$ cat config.mk
export PLATFORM = sky130hd
export DESIGN_NAME = packet_switch
export DESIGN_NICKNAME = d
export VERILOG_FILES = /design/src/hw/switch_pkg.sv /design/src/hw/crossbar.sv /design/src/hw/output_arbiter.sv /design/src/hw/packet_switch.sv /design/src/hw/pkt_fifo.sv /design/src/hw/tx_queue.sv
export VERILOG_INCLUDE_DIRS = /design/src /design/src/hw
export SDC_FILE = /design/constraint.sdc
export NUM_CORES = 1
export LEC_CHECK = 0
export BUFFER_PORTS_ARGS = -buffer_cell sky130_fd_sc_hd__buf_2
export CAP_MARGIN = 20
export CORE_ASPECT_RATIO = 1.1
export CORE_MARGIN = 5
export CORE_UTILIZATION = 50
export CTS_BUF_LIST = sky130_fd_sc_hd__clkbuf_16
export CTS_CLUSTER_DIAMETER = 80
export DETAILED_ROUTE_END_ITERATION = 10
export PLACE_DENSITY = 0.68
export SLEW_MARGIN = 20
export SYNTH_ARGS = -nofsm -noshare
export SYNTH_HDL_FRONTEND = slang
export SYNTH_SLANG_ARGS = --single-unit
$ cat constraint.sdc
create_clock -name clk -period 10.42 [get_ports clk]
set_clock_uncertainty 0.05 [all_clocks]
set_input_delay 2.605 -clock clk [delete_from_list [all_inputs] [get_ports clk]]
set_output_delay 2.605 -clock clk [all_outputs]
set_load 0.01 [all_outputs]
$ cat src/hw/switch_cfg.svh
/* Port count and FIFO depth must be powers of two
   SWITCH_PORT_W has to equal log2 of SWITCH_PORTS */
`ifndef SWITCH_CFG_SVH
`define SWITCH_CFG_SVH

// Number of input and output ports
`define SWITCH_PORTS 4

// Bits of a port number
`define SWITCH_PORT_W 2

// Words held by each input FIFO
`define SWITCH_FIFO_DEPTH 8

// Payload width in bits
`define SWITCH_DATA_W 16

`endif

$ cat src/hw/switch_pkg.sv
/* Types only; all widths come from the configuration header */
`include "switch_cfg.svh"

package switch_pkg;

  // Port number, used for destination, source and winner
  typedef logic [`SWITCH_PORT_W-1:0] port_id_t;

  // Single-word packet payload
  typedef logic [`SWITCH_DATA_W-1:0] payload_t;

  // One bit per port
  typedef logic [`SWITCH_PORTS-1:0] port_mask_t;

  // FIFO occupancy, zero up to full depth
  typedef logic [$clog2(`SWITCH_FIFO_DEPTH):0] fifo_level_t;

  // Transmit queue state
  typedef enum logic [1:0] {
    Q_IDLE,
    Q_REQ,
    Q_SEND
  } queue_state_t;

endpackage

$ cat src/hw/crossbar.sv
/* Outputs always accept; data is taken from the queue output register one
   cycle after the grant */
`timescale 1ns/1ps
`include "switch_cfg.svh"

module crossbar (
  input  logic                                          clk,
  input  logic                                          rst,
  input  switch_pkg::port_mask_t                        tx_valid,
  input  switch_pkg::payload_t [`SWITCH_PORTS-1:0]      tx_data,
  input  switch_pkg::port_mask_t                        win_valid,
  input  switch_pkg::port_id_t [`SWITCH_PORTS-1:0]      win_index,
  output switch_pkg::port_mask_t                        out_valid,
  output switch_pkg::port_id_t [`SWITCH_PORTS-1:0]      out_source,
  output switch_pkg::payload_t [`SWITCH_PORTS-1:0]      out_data
);

  //////////////////////////////////////////////////////////////////////
  // One registered mux per output
  //////////////////////////////////////////////////////////////////////

  for (genvar j = 0; j < `SWITCH_PORTS; j++) begin : g_out

    // Valid follows the arbiter's winner flag
    always_ff @(posedge clk) begin
      if (rst)
        out_valid[j] <= 1'b0;
      else
        out_valid[j] <= win_valid[j];
    end

    // Data and source from the winning queue
    always_ff @(posedge clk) begin
      if (win_valid[j]) begin
        out_data[j]   <= tx_data[win_index[j]];
        // Source is the queue index itself
        out_source[j] <= win_index[j];
      end
    end

    // Winning queue has its packet loaded
    a_src_loaded : assert property (@(posedge clk) disable iff (rst)
      win_valid[j] |-> tx_valid[win_index[j]]);

  end

endmodule

$ cat src/hw/output_arbiter.sv
/* Grant is combinational in the request cycle; winner and win_valid are
   registered on the edge that ends it */
`timescale 1ns/1ps
`include "switch_cfg.svh"

module output_arbiter (
  input  logic                   clk,
  input  logic                   rst,
  input  switch_pkg::port_mask_t req,
  output switch_pkg::port_mask_t grant,
  output logic                   win_valid,
  output switch_pkg::port_id_t   win_index
);

  // First port searched is one past the last winner
  switch_pkg::port_id_t ptr;

  // Combinational pick
  switch_pkg::port_id_t pick;
  logic                 found;

  //////////////////////////////////////////////////////////////////////
  // Round-robin search
  //////////////////////////////////////////////////////////////////////

  always_comb begin
    switch_pkg::port_id_t idx;
    found = 1'b0;
    pick  = ptr;
    idx   = ptr;
    // Walk upward from ptr and wrap at the port width
    for (int k = 0; k < `SWITCH_PORTS; k++) begin
      idx = ptr + switch_pkg::port_id_t'(k);
      if (!found && req[idx]) begin
        found = 1'b1;
        pick  = idx;
      end
    end
  end

  // One-hot grant of the pick
  always_comb begin
    grant = '0;
    if (found)
      grant[pick] = 1'b1;
  end

  // Pointer moves only on a grant
  always_ff @(posedge clk) begin
    if (rst) begin
      ptr       <= '0;
      win_valid <= 1'b0;
    end else begin
      win_valid <= found;
      if (found)
        ptr <= pick + 1'b1;
    end
  end

  // Winner index for the crossbar in the next cycle
  always_ff @(posedge clk) begin
    if (found)
      win_index <= pick;
  end

  //////////////////////////////////////////////////////////////////////
  // Checks
  //////////////////////////////////////////////////////////////////////

  a_grant_onehot : assert property (@(posedge clk) disable iff (rst)
    $onehot0(grant));

  // Never grant a port that is not asking
  a_grant_subset : assert property (@(posedge clk) disable iff (rst)
    (grant & ~req) == '0);

endmodule

$ cat src/hw/packet_switch.sv
/* No output back-pressure; out_valid rises two clock edges after the edge
   that writes an uncontended packet into its input FIFO */
`timescale 1ns/1ps
`include "switch_cfg.svh"

module packet_switch (
  input  logic                                     clk,
  input  logic                                     rst,
  input  switch_pkg::port_mask_t                   in_valid,
  input  switch_pkg::port_id_t [`SWITCH_PORTS-1:0] in_dest,
  input  switch_pkg::payload_t [`SWITCH_PORTS-1:0] in_data,
  output switch_pkg::port_mask_t                   in_full,
  output switch_pkg::port_mask_t                   out_valid,
  output switch_pkg::port_id_t [`SWITCH_PORTS-1:0] out_source,
  output switch_pkg::payload_t [`SWITCH_PORTS-1:0] out_data
);

  // Queue side
  switch_pkg::port_mask_t                   req_valid;
  switch_pkg::port_id_t [`SWITCH_PORTS-1:0] req_dest;
  switch_pkg::port_mask_t                   q_grant;
  switch_pkg::port_mask_t                   tx_valid;
  switch_pkg::port_id_t [`SWITCH_PORTS-1:0] tx_dest;
  switch_pkg::payload_t [`SWITCH_PORTS-1:0] tx_data;

  // Arbiter side, indexed by output
  switch_pkg::port_mask_t [`SWITCH_PORTS-1:0] req_row;
  switch_pkg::port_mask_t [`SWITCH_PORTS-1:0] arb_grant;
  switch_pkg::port_mask_t                     win_valid;
  switch_pkg::port_id_t [`SWITCH_PORTS-1:0]   win_index;

  //////////////////////////////////////////////////////////////////////
  // Request matrix and grant columns
  //////////////////////////////////////////////////////////////////////

  always_comb begin
    for (int j = 0; j < `SWITCH_PORTS; j++)
      for (int i = 0; i < `SWITCH_PORTS; i++)
        req_row[j][i] = req_valid[i] && (req_dest[i] == switch_pkg::port_id_t'(j));
  end

  // Each input asks one output, so at most one term is set
  always_comb begin
    q_grant = '0;
    for (int i = 0; i < `SWITCH_PORTS; i++)
      for (int j = 0; j < `SWITCH_PORTS; j++)
        q_grant[i] = q_grant[i] | arb_grant[j][i];
  end

  for (genvar p = 0; p < `SWITCH_PORTS; p++) begin : g_port
    tx_queue u_txq (
      .clk (clk), .rst (rst),
      .in_valid (in_valid[p]), .in_dest (in_dest[p]), .in_data (in_data[p]),
      .grant (q_grant[p]), .in_full (in_full[p]),
      .req_valid (req_valid[p]), .req_dest (req_dest[p]),
      .tx_valid (tx_valid[p]), .tx_dest (tx_dest[p]), .tx_data (tx_data[p])
    );

    output_arbiter u_arb (
      .clk (clk), .rst (rst), .req (req_row[p]), .grant (arb_grant[p]),
      .win_valid (win_valid[p]), .win_index (win_index[p])
    );

    // Loaded queue packet is claimed by the arbiter of its destination
    a_tx_claimed : assert property (@(posedge clk) disable iff (rst)
      tx_valid[p] |-> (win_valid[tx_dest[p]] &&
                       (win_index[tx_dest[p]] == switch_pkg::port_id_t'(p))));
  end

  crossbar u_xbar (
    .clk (clk), .rst (rst),
    .tx_valid (tx_valid), .tx_data (tx_data),
    .win_valid (win_valid), .win_index (win_index),
    .out_valid (out_valid), .out_source (out_source), .out_data (out_data)
  );

endmodule

$ cat src/hw/pkt_fifo.sv
/* Head word is valid whenever empty is low; a write while full is legal only
   together with a read */
`timescale 1ns/1ps
`include "switch_cfg.svh"

module pkt_fifo (
  input  logic                   clk,
  input  logic                   rst,
  input  logic                   wr_en,
  input  logic                   rd_en,
  input  switch_pkg::port_id_t   wr_dest,
  input  switch_pkg::payload_t   wr_data,
  output switch_pkg::port_id_t   rd_dest,
  output switch_pkg::payload_t   rd_data,
  output logic                   empty,
  output logic                   full,
  output switch_pkg::fifo_level_t level
);

  localparam int ADDR_W = $clog2(`SWITCH_FIFO_DEPTH);

  // Storage, split into destination and payload
  switch_pkg::port_id_t mem_dest [`SWITCH_FIFO_DEPTH];
  switch_pkg::payload_t mem_data [`SWITCH_FIFO_DEPTH];

  // Pointers wrap on their own since depth is a power of two
  logic [ADDR_W-1:0]       wr_ptr;
  logic [ADDR_W-1:0]       rd_ptr;
  switch_pkg::fifo_level_t count;

  assign empty = (count == '0);
  assign full  = (count == switch_pkg::fifo_level_t'(`SWITCH_FIFO_DEPTH));
  assign level = count;

  // Head word falls through
  assign rd_dest = mem_dest[rd_ptr];
  assign rd_data = mem_data[rd_ptr];

  // Write port
  always_ff @(posedge clk) begin
    if (wr_en) begin
      mem_dest[wr_ptr] <= wr_dest;
      mem_data[wr_ptr] <= wr_data;
    end
  end

  // Pointers and occupancy
  always_ff @(posedge clk) begin
    if (rst) begin
      wr_ptr <= '0;
      rd_ptr <= '0;
      count  <= '0;
    end else begin
      if (wr_en)
        wr_ptr <= wr_ptr + 1'b1;
      if (rd_en)
        rd_ptr <= rd_ptr + 1'b1;
      // Simultaneous read and write keeps the count
      if (wr_en && !rd_en)
        count <= count + 1'b1;
      else if (rd_en && !wr_en)
        count <= count - 1'b1;
    end
  end

  //////////////////////////////////////////////////////////////////////
  // Checks
  //////////////////////////////////////////////////////////////////////

  // Underflow
  a_no_read_empty : assert property (@(posedge clk) disable iff (rst)
    rd_en |-> !empty);

  // Overflow, unless the head leaves in the same cycle
  a_no_write_full : assert property (@(posedge clk) disable iff (rst)
    (wr_en && full) |-> rd_en);

endmodule

$ cat src/hw/tx_queue.sv
/* Single FIFO per input; the sender must hold valid low while in_full is high
   Grant must only come while req_valid is high */
`timescale 1ns/1ps

module tx_queue (
  input  logic                 clk,
  input  logic                 rst,
  input  logic                 in_valid,
  input  switch_pkg::port_id_t in_dest,
  input  switch_pkg::payload_t in_data,
  input  logic                 grant,
  output logic                 in_full,
  output logic                 req_valid,
  output switch_pkg::port_id_t req_dest,
  output logic                 tx_valid,
  output switch_pkg::port_id_t tx_dest,
  output switch_pkg::payload_t tx_data
);

  logic                    fifo_empty;
  switch_pkg::port_id_t    head_dest;
  switch_pkg::payload_t    head_data;
  switch_pkg::fifo_level_t fifo_level;
  switch_pkg::queue_state_t state;
  switch_pkg::queue_state_t state_next;

  // Input FIFO, popped by the grant
  pkt_fifo u_fifo (
    .clk     (clk),
    .rst     (rst),
    .wr_en   (in_valid),
    .rd_en   (grant),
    .wr_dest (in_dest),
    .wr_data (in_data),
    .rd_dest (head_dest),
    .rd_data (head_data),
    .empty   (fifo_empty),
    .full    (in_full),
    .level   (fifo_level)
  );

  // Request straight from the head word
  assign req_valid = !fifo_empty;
  assign req_dest  = head_dest;

  //////////////////////////////////////////////////////////////////////
  // Queue state
  //////////////////////////////////////////////////////////////////////

  always_comb begin
    if (grant)
      state_next = switch_pkg::Q_SEND;
    // FIFO holds a word after this edge
    else if (in_valid || (fifo_level != '0))
      state_next = switch_pkg::Q_REQ;
    else
      state_next = switch_pkg::Q_IDLE;
  end

  always_ff @(posedge clk) begin
    if (rst)
      state <= switch_pkg::Q_IDLE;
    else
      state <= state_next;
  end

  // Output register holds a packet only in the send state
  assign tx_valid = (state == switch_pkg::Q_SEND);

  // Payload stage, loaded on grant
  always_ff @(posedge clk) begin
    if (grant) begin
      tx_dest <= head_dest;
      tx_data <= head_data;
    end
  end

  // Sender honours the full level
  a_no_write_full : assert property (@(posedge clk) disable iff (rst)
    in_valid |-> !in_full);

  // Arbiter only grants a live request
  a_grant_has_req : assert property (@(posedge clk) disable iff (rst)
    grant |-> (req_valid && (state != switch_pkg::Q_IDLE)));

endmodule

==> results of run 1 <==
==> report_power, final <==
part	switching [mW]	leakage, nW	internal, mW
Combinational	1.36	3.56	1.28
Sequential	0.502	7.16	4.12
Clock	1.11	1.19	1.40
Total	2.97	11.9	6.81
==> critical path: cells and delay by family, from the launching register on <==
family / cells / cell delay (ps)
adders and majority gates: 3 / 790
buffers and inverters: 3 / 310
and+or+nand+nor: 3 / 800
AOI/OAI and AO/OA: 6 / 2030
xor gates and xnor gates: 1 / 80
DFF: 1 / 520
muxes: 2 / 940
==> metrics by stage <==
step	hold WS, ps	instance area (µm²)	utilization
after floorplan	374	31700	-
after global placement	436	33400	0.534
after detailed placement	444	33400	0.534
after CTS	452	35700	0.571
after global routing	484	35700	0.571
final	458	35700	0.571
==> registers in the layout, indices dropped and copies added (netlist names), named ones only <==
register	cells
g_port.u_arb.ptr	8
g_port.u_txq.u_fifo.mem_dest	64
g_port.u_arb.win_valid	4
g_port.u_txq.u_fifo.wr_ptr	12
u_xbar.out_source	8
g_port.u_txq.u_fifo.level	16
g_port.u_txq.tx_data	64
g_port.u_txq.u_fifo.mem_data	512
g_port.u_txq.u_fifo.rd_ptr	12
u_xbar.out_data	64
g_port.u_arb.win_index	8
u_xbar.out_valid	4
==> cells by family after synthesis <==
| group | synth area share |
|---|---|
| AND/OR/NAND/NOR | 0.0301 |
| multiplexers | 0.179 |
| buffers and inverters | 0.0163 |
| XOR/XNOR | 0.00553 |
| AO/OA/AOI/OAI | 0.0268 |
| adder cells (fa/ha/maj) | 0.0168 |
| flip-flops | 0.726 |
==> how the worst max path moves through the flow <==
stage	startpoint	endpoint	depth (start not counted)
after floorplan	flop	g_port[1].u_txq.u_fifo.level[3]$_SDFFE_PP0P_	20
after global placement	flop	g_port[0].u_txq.u_fifo.level[3]$_SDFFE_PP0P_	19
after detailed placement	flop	g_port[2].u_txq.u_fifo.level[3]$_SDFFE_PP0P_	19
after CTS	flop	g_port[2].u_txq.u_fifo.level[3]$_SDFFE_PP0P_	19
after global routing	flop	g_port[3].u_txq.u_fifo.level[3]$_SDFFE_PP0P_	18
final	flop	g_port[3].u_txq.u_fifo.level[3]$_SDFFE_PP0P_	18
==> metal layers <==
layer,GRT usage,vias up
li1,-,6756
met1,0.266,7969
met2,0.323,418
met3,0.0330,79
met4,0.0407,8
met5,0,-
==> cell type report <==
type                            instances  share of cell area
Timing Repair Buffer                  201              0.0312
Sequential cell                       788               0.643
Clock buffer                           78              0.0546
Multi-Input combinational cell        656               0.230
Inverter                               25             0.00263
Clock inverter                         59             0.00886
Antenna cell                            1           0.0000700
Tap cell                              833              0.0292
==> synthesized netlist by cell type, types with 3 or more instances <==
cell type  number  area, µm²
nor4b_1         4       35.0
o41ai_2         4       65.1
a21o_1          6       45.0
o21ai_0        16       80.1
mux2_2         69        777
inv_2           4       15.0
nand4_1         3       18.8
clkbuf_8        5       68.8
mux2_1          3       33.8
nor3_1          9       45.0
buf_4           7       52.6
a211oi_2        4       50.1
fa_1            4       80.1
buf_6           7       78.8
o22ai_1         4       25.0
clkbuf_1       42        158
mux2i_1        31        310
inv_1          21       78.8
nor2b_1        12       75.1
nor4_1          4       25.0
o41ai_1         8       70.1
and2_1          4       25.0
a21oi_1        23        115
a211oi_1        5       37.5
nand2b_1       18        113
or4_1           3       22.5
nor2_1         86        323
dfxtp_1        68       1360
xnor2_1        12        105
ha_1           36        450
or3_1           5       31.3
mux4_2        200       4500
buf_1          12       45.0
and4_1          3       26.3
xor2_1          8       70.1
a31o_1          4       35.0
edfxtp_1      720      21600
o21a_1          4       30.0
o2111ai_2       4       60.1
a2bb2oi_1       3       26.3
nand2_1        24       90.1
buf_2           4       20.0
==> metrics.md, run 1 <==
| Metric | Value |
|---|---|
| Wire length of the first global-routing pass | 99.1 mm |
| GP Congestion | 0.808 |
| Most common cell after layout, fill and taps aside | edfxtp_1 |
| Vias in the first global route | 15500 |
| Crit path kind | reg2reg |
| Reg-to-reg slack, setup | 4790 ps |
| Die Wd | 250 µm |
| Share of layout cells above drive strength 1 | 0.340 |
| Commonest cells after routing, fill and taps aside | edfxtp_1, mux4_2, buf_2 |
| Setup Fix Bufs, Post-CTS | 0 |
| Crit path capture type | flop |
| Cells on worst reg2reg path | 18 |
| Max_slew headroom | 0.277 |
| Post-synthesis cell type count | 68 |
| Yosys reg bits | 788 |
| Clock-pin slew on the worst setup and hold paths | 60 ps |
| Multi-input gate area | 0.00823 mm² |
| Mapped Area | 0.0317 mm² |
| Mapped Avg Cell Area | 20.5 µm² |
| Main synth FF type | edfxtp_1 |
| Die ar. | 0.0685 mm² |
| Final Max Slew Viols | 0 |
| Crit path largest cell delay | 830 ps |
| Crit Path Max Fanout | 20 |
| Ys Warns | 0 |
| Starting DRT DRC Count | 1262 |
| Status | completed |
| H-tree lvl count | 3 |
| Core box area | 0.0626 mm² |
| DR DRC count | 0 |
| R2R Path End | g_port[3].u_txq.u_fifo.level[3]$_SDFFE_PP0P_ |
| Part of the cycle the worst path needs | 0.540 |
| Slew at the pin closest to its max-slew limit | 1080 ps |
| IO Pins | 158 |
| Post-synth EDFFs | 720 |
| Metal2 WL | 33.2 mm |
| Power, Total | 9.77 mW |
| Gr ovfl total | 0 |
| Setup violations, final | 0 |
| CTS Buf Count | 76 |
| Total track usage | 0.191 |
| Non-filler cells, final | 2641 |
| Unrepaired setup endpoints after global routing | no |
| Slowest CP cell | o2111ai_2 |
| Reg area | 0.0230 mm² |
| Largest net degree at the start of global routing | 59 |
| Placed Cells | 2503 |
| FILL cells | 4587 |
| Synth Net Count | 1664 |
| Sequential fraction of the synthesis area | 0.726 |
| Clk buf depth | 3 |
| Fin nets | 1866 |
| Post-route minimum period | 5630 ps |
| Initial antenna violation count | 5 |
| Hold Crit Start | g_port[2].u_txq.u_fifo.wr_ptr[0]$_SDFFE_PP0P_ |
| WHS Path Cells | 2 |
| Cts hold-fix bufs | 0 |
| Clk Latency, worst-skew pair | 610 ps |
| Post-Route WL | 65.3 mm |
| Post-CTS Resized | 0 |
| Max Cap Violations | 0 |
| Crit-path cells | mux4_2, mux2i_1, and4b_1, nor2_1, o21a_1, a221oi_1, ha_1, inv_1, o2111ai_2, inv_2, ha_1, inv_1, ha_1, a21o_1, a21oi_1, xnor2_1, or3_1, a21oi_1 |
| FMAX | 0.178 GHz |
| PD cells | 273 mW/mm² |
| Final ANT Viol Nets | 0 |
| CP most frequent cell | ha_1 |
| WL/cell | 24.7 µm |
| 1st-pass router iterations | 5 |
| Ys async rst share | 0 |
| Post-DP HPWL | 42.7 mm |
| CTS root buf | clkbuf_16 |
| Layout area overhead | 12.9% |
| Site Rows | 96 |
| Worst Setup Start Kind | flop |
| Met3 WL | 3.63 mm |
| Uppermost routed layer | met5 |
| Total number of vias | 15200 |
| CTS tree | built |
| Setup TNS | 0 ps |
| Hold Path End | g_port[2].u_txq.u_fifo.wr_ptr[0]$_SDFFE_PP0P_ |
| Worst Slack Setup Final | 4790 ps |
| Metal1 wirelength | 27.5 mm |
| Starting Density | 0.506 |
| Routed vias/inst | 5.77 |
| Place WS | 4540 ps |
| Critical path data arrival time | 6100 ps |
| Cells after Synth | 1546 |
| Req. time, crit path | 10890 ps |
| Die height | 274 µm |
| Final Hold Fails | 0 |
| P_leak | 11.9 nW |
| Maximum vdd ir drop | 0.000142 V |
| I/O Buffers | 157 |
| CTS Sinks | 788 |
| Worst Hold Class | reg2reg |
Power figures use the tool's default switching activity.
==> run 2: changes to the inputs <==
- ABC_AREA: default -> 1
- clock period: 10.42 -> 5.26 ns (I/O delays scaled with it)
==> run 2 against run 1 <==
Via count increased by 47%. Synthesized area grew 4.1%. Non-clock buffer count up 12. Core utilization is 0.12 points lower. Maximum frequency is 26% higher. Sequential power is 110% higher. Design area rose by 4.0%. Setup slack worse by 4000 ps. Critical path type unchanged. Highest routed layer unchanged.
==> metrics.md, run 2 <==
| Metric | Value |
|---|---|
| Status | completed |
| Power, Total | 25.5 mW |
| Gr ovfl total | 0 |
| Critical path data arrival time | 4920 ps |
| Maximum vdd ir drop | 0.000492 V |
| Worst Slack Setup Final | 807 ps |
| Largest net degree at the start of global routing | 66 |
| Setup Fix Bufs, Post-CTS | 0 |
| Main synth FF type | edfxtp_1 |
| Routed vias/inst | 5.70 |
| Final instance area | 0.0372 mm² |
| Crit path kind | reg2reg |
| Max Cap Violations | 0 |
| Placed Cells | 3781 |
| Layout area overhead | 12.8% |
| Post-Route WL | 82.7 mm |
| Clock-pin slew on the worst setup and hold paths | 60 ps |
| Most common cell after layout, fill and taps aside | edfxtp_1 |
| Place WS | 848 ps |
| Post-route minimum period | 4450 ps |
| Final ANT Viol Nets | 0 |
| Part of the cycle the worst path needs | 0.847 |
| Die Wd | 255 µm |
| Slowest CP cell | dfxtp_1 |
| Die ar. | 0.0712 mm² |
| Slew at the pin closest to its max-slew limit | 1210 ps |
| Cells after Synth | 2862 |
| IO Pins | 158 |
| Crit Path Max Fanout | 9 |
| Fin util | 0.570 |
| Post-DP HPWL | 53.4 mm |
| CP most frequent cell | nand2_1 |
| Req. time, crit path | 5720 ps |
| CTS Sinks | 788 |
| DP Area | 0.0346 mm² |
| Synth Net Count | 2980 |
| Reg area | 0.0230 mm² |
| DR DRC count | 0 |
| FILL cells | 5258 |
| Share of layout cells above drive strength 1 | 0.139 |
| Clk buf depth | 3 |
| Register bank with the most flops | g_port.u_txq.u_fifo.mem_data |
| Most common cell in the netlist | edfxtp_1 |
| Fin nets | 3131 |
| Yosys reg bits | 788 |
| Sequential fraction of the synthesis area | 0.697 |
| Unrepaired setup endpoints after global routing | no |
| Die height | 279 µm |
| Initial antenna violation count | 15 |
| Site Rows | 98 |
| CTS Buf Count | 78 |
| Post-synthesis cell type count | 43 |
| GP Congestion | 0.918 |
| CTS root buf | clkbuf_16 |
| Max_slew headroom | 0.195 |
| Starting Density | 0.505 |
| Non-filler cells, final | 3930 |
| Final Hold Fails | 0 |
| Post-CTS Resized | 0 |
| Vias in the first global route | 21800 |
| Multi-input gate area | 0.00876 mm² |
| Setup violations, final | 0 |
| Setup TNS | 0 ps |
| P_leak | 13.6 nW |
| Share of the synthesized area in the top cell type | 0.656 |
| H-tree lvl count | 3 |
| Crit path largest cell delay | 590 ps |
| CTS tree | built |
| Core box area | 0.0652 mm² |
| FMAX | 0.225 GHz |
| PD cells | 685 mW/mm² |
| Post-synth EDFFs | 720 |
| Cts hold-fix bufs | 0 |
| Crit path capture type | flop |
| Worst Hold Class | reg2reg |
| Commonest cells after routing, fill and taps aside | edfxtp_1, nor2_1, o21ai_0 |
| Wire length of the first global-routing pass | 125 mm |
| WL/cell | 21.0 µm |
| Mapped Avg Cell Area | 11.5 µm² |
| Hold_ws | 456 ps |
| Synth area leaders | edfxtp_1, nor2_1, o21ai_0 |
| Worst Setup Start Kind | flop |
| Mapped Area | 0.0330 mm² |
| Final Max Slew Viols | 0 |
| Ys Warns | 0 |
| Top post-synthesis cells by count | edfxtp_1, nor2_1, o21ai_0 |
| 1st-pass router iterations | 6 |
| Ys async rst share | 0 |
| Total track usage | 0.227 |
| I/O Buffers | 157 |
| Clk Latency, worst-skew pair | 630 ps |
| Synth area leader | edfxtp_1 |
| Number of flip-flops in the largest register | 512 |
| Total number of vias | 22400 |
| Starting DRT DRC Count | 2221 |
==> run 2: cell count changes after synthesis, sizes merged, moves of 74 or more <==
cell / delta
clkbuf: +75
mux4: -200
nand2: +215
o21ai: +416
nand3: +93
mux2: -74
o22ai: +123
nor2: +607
inv: +136
==> run 2: logic make-up after synthesis <==
group,after synthesis,synth area share
simple gates,1047,0.135
flops,788,0.697
compound gates,669,0.111
buf+inv,303,0.0374
fa+ha+maj,40,0.0161
xor+xnor,15,0.00398
==> run 2: cell type report <==
cell class	count	share of cell area
Timing Repair Buffer	213	0.0331
Antenna cell	5	0.000337
Inverter	161	0.0168
Clock inverter	63	0.0140
Tap cell	850	0.0286
Clock buffer	79	0.0532
Multi-Input combinational cell	1771	0.236
Sequential cell	788	0.618
==> run 2: power breakdown <==
group	total, mW	switching (mW)	internal (mW)	leakage [nW]
registers	9.79	1.13	8.66	7.20
logic	10.3	7.16	3.14	5.16
clock network	5.37	2.32	3.05	1.28
==> run 2: worst paths after layout <==
kind,start,endpoint,slack [ps],depth (start not counted)
worst min register to register,g_port[2].u_txq.u_fifo.wr_ptr[0]$_SDFFE_PP0P_,g_port[2].u_txq.u_fifo.wr_ptr[0]$_SDFFE_PP0P_,460,2
worst min-delay path,g_port[2].u_txq.u_fifo.wr_ptr[0]$_SDFFE_PP0P_,g_port[2].u_txq.u_fifo.wr_ptr[0]$_SDFFE_PP0P_,460,2
worst max-delay path,flop,g_port[1].u_txq.u_fifo.level[3]$_SDFFE_PP0P_,810,31
worst max register to register,flop,g_port[1].u_txq.u_fifo.level[3]$_SDFFE_PP0P_,810,31
==> run 2: critical path: cells and delay by family, from the launching register on <==
kind	cells	cell delay, ps
adder cells (fa/ha/maj)	3	730
AND/OR/NAND/NOR	20	1790
flip-flops	1	590
buffers and inverters	3	330
AO/OA/AOI/OAI	5	850
==> run 2: routing by layer <==
metal | GRT usage | share of wire | vias up
li1 | - | - | 10400
met1 | 0.303 | 0.40 | 10800
met2 | 0.363 | 0.48 | 911
met3 | 0.0457 | 0.079 | 187
met4 | 0.100 | 0.042 | 6
met5 | 0 | 0.00058 | -
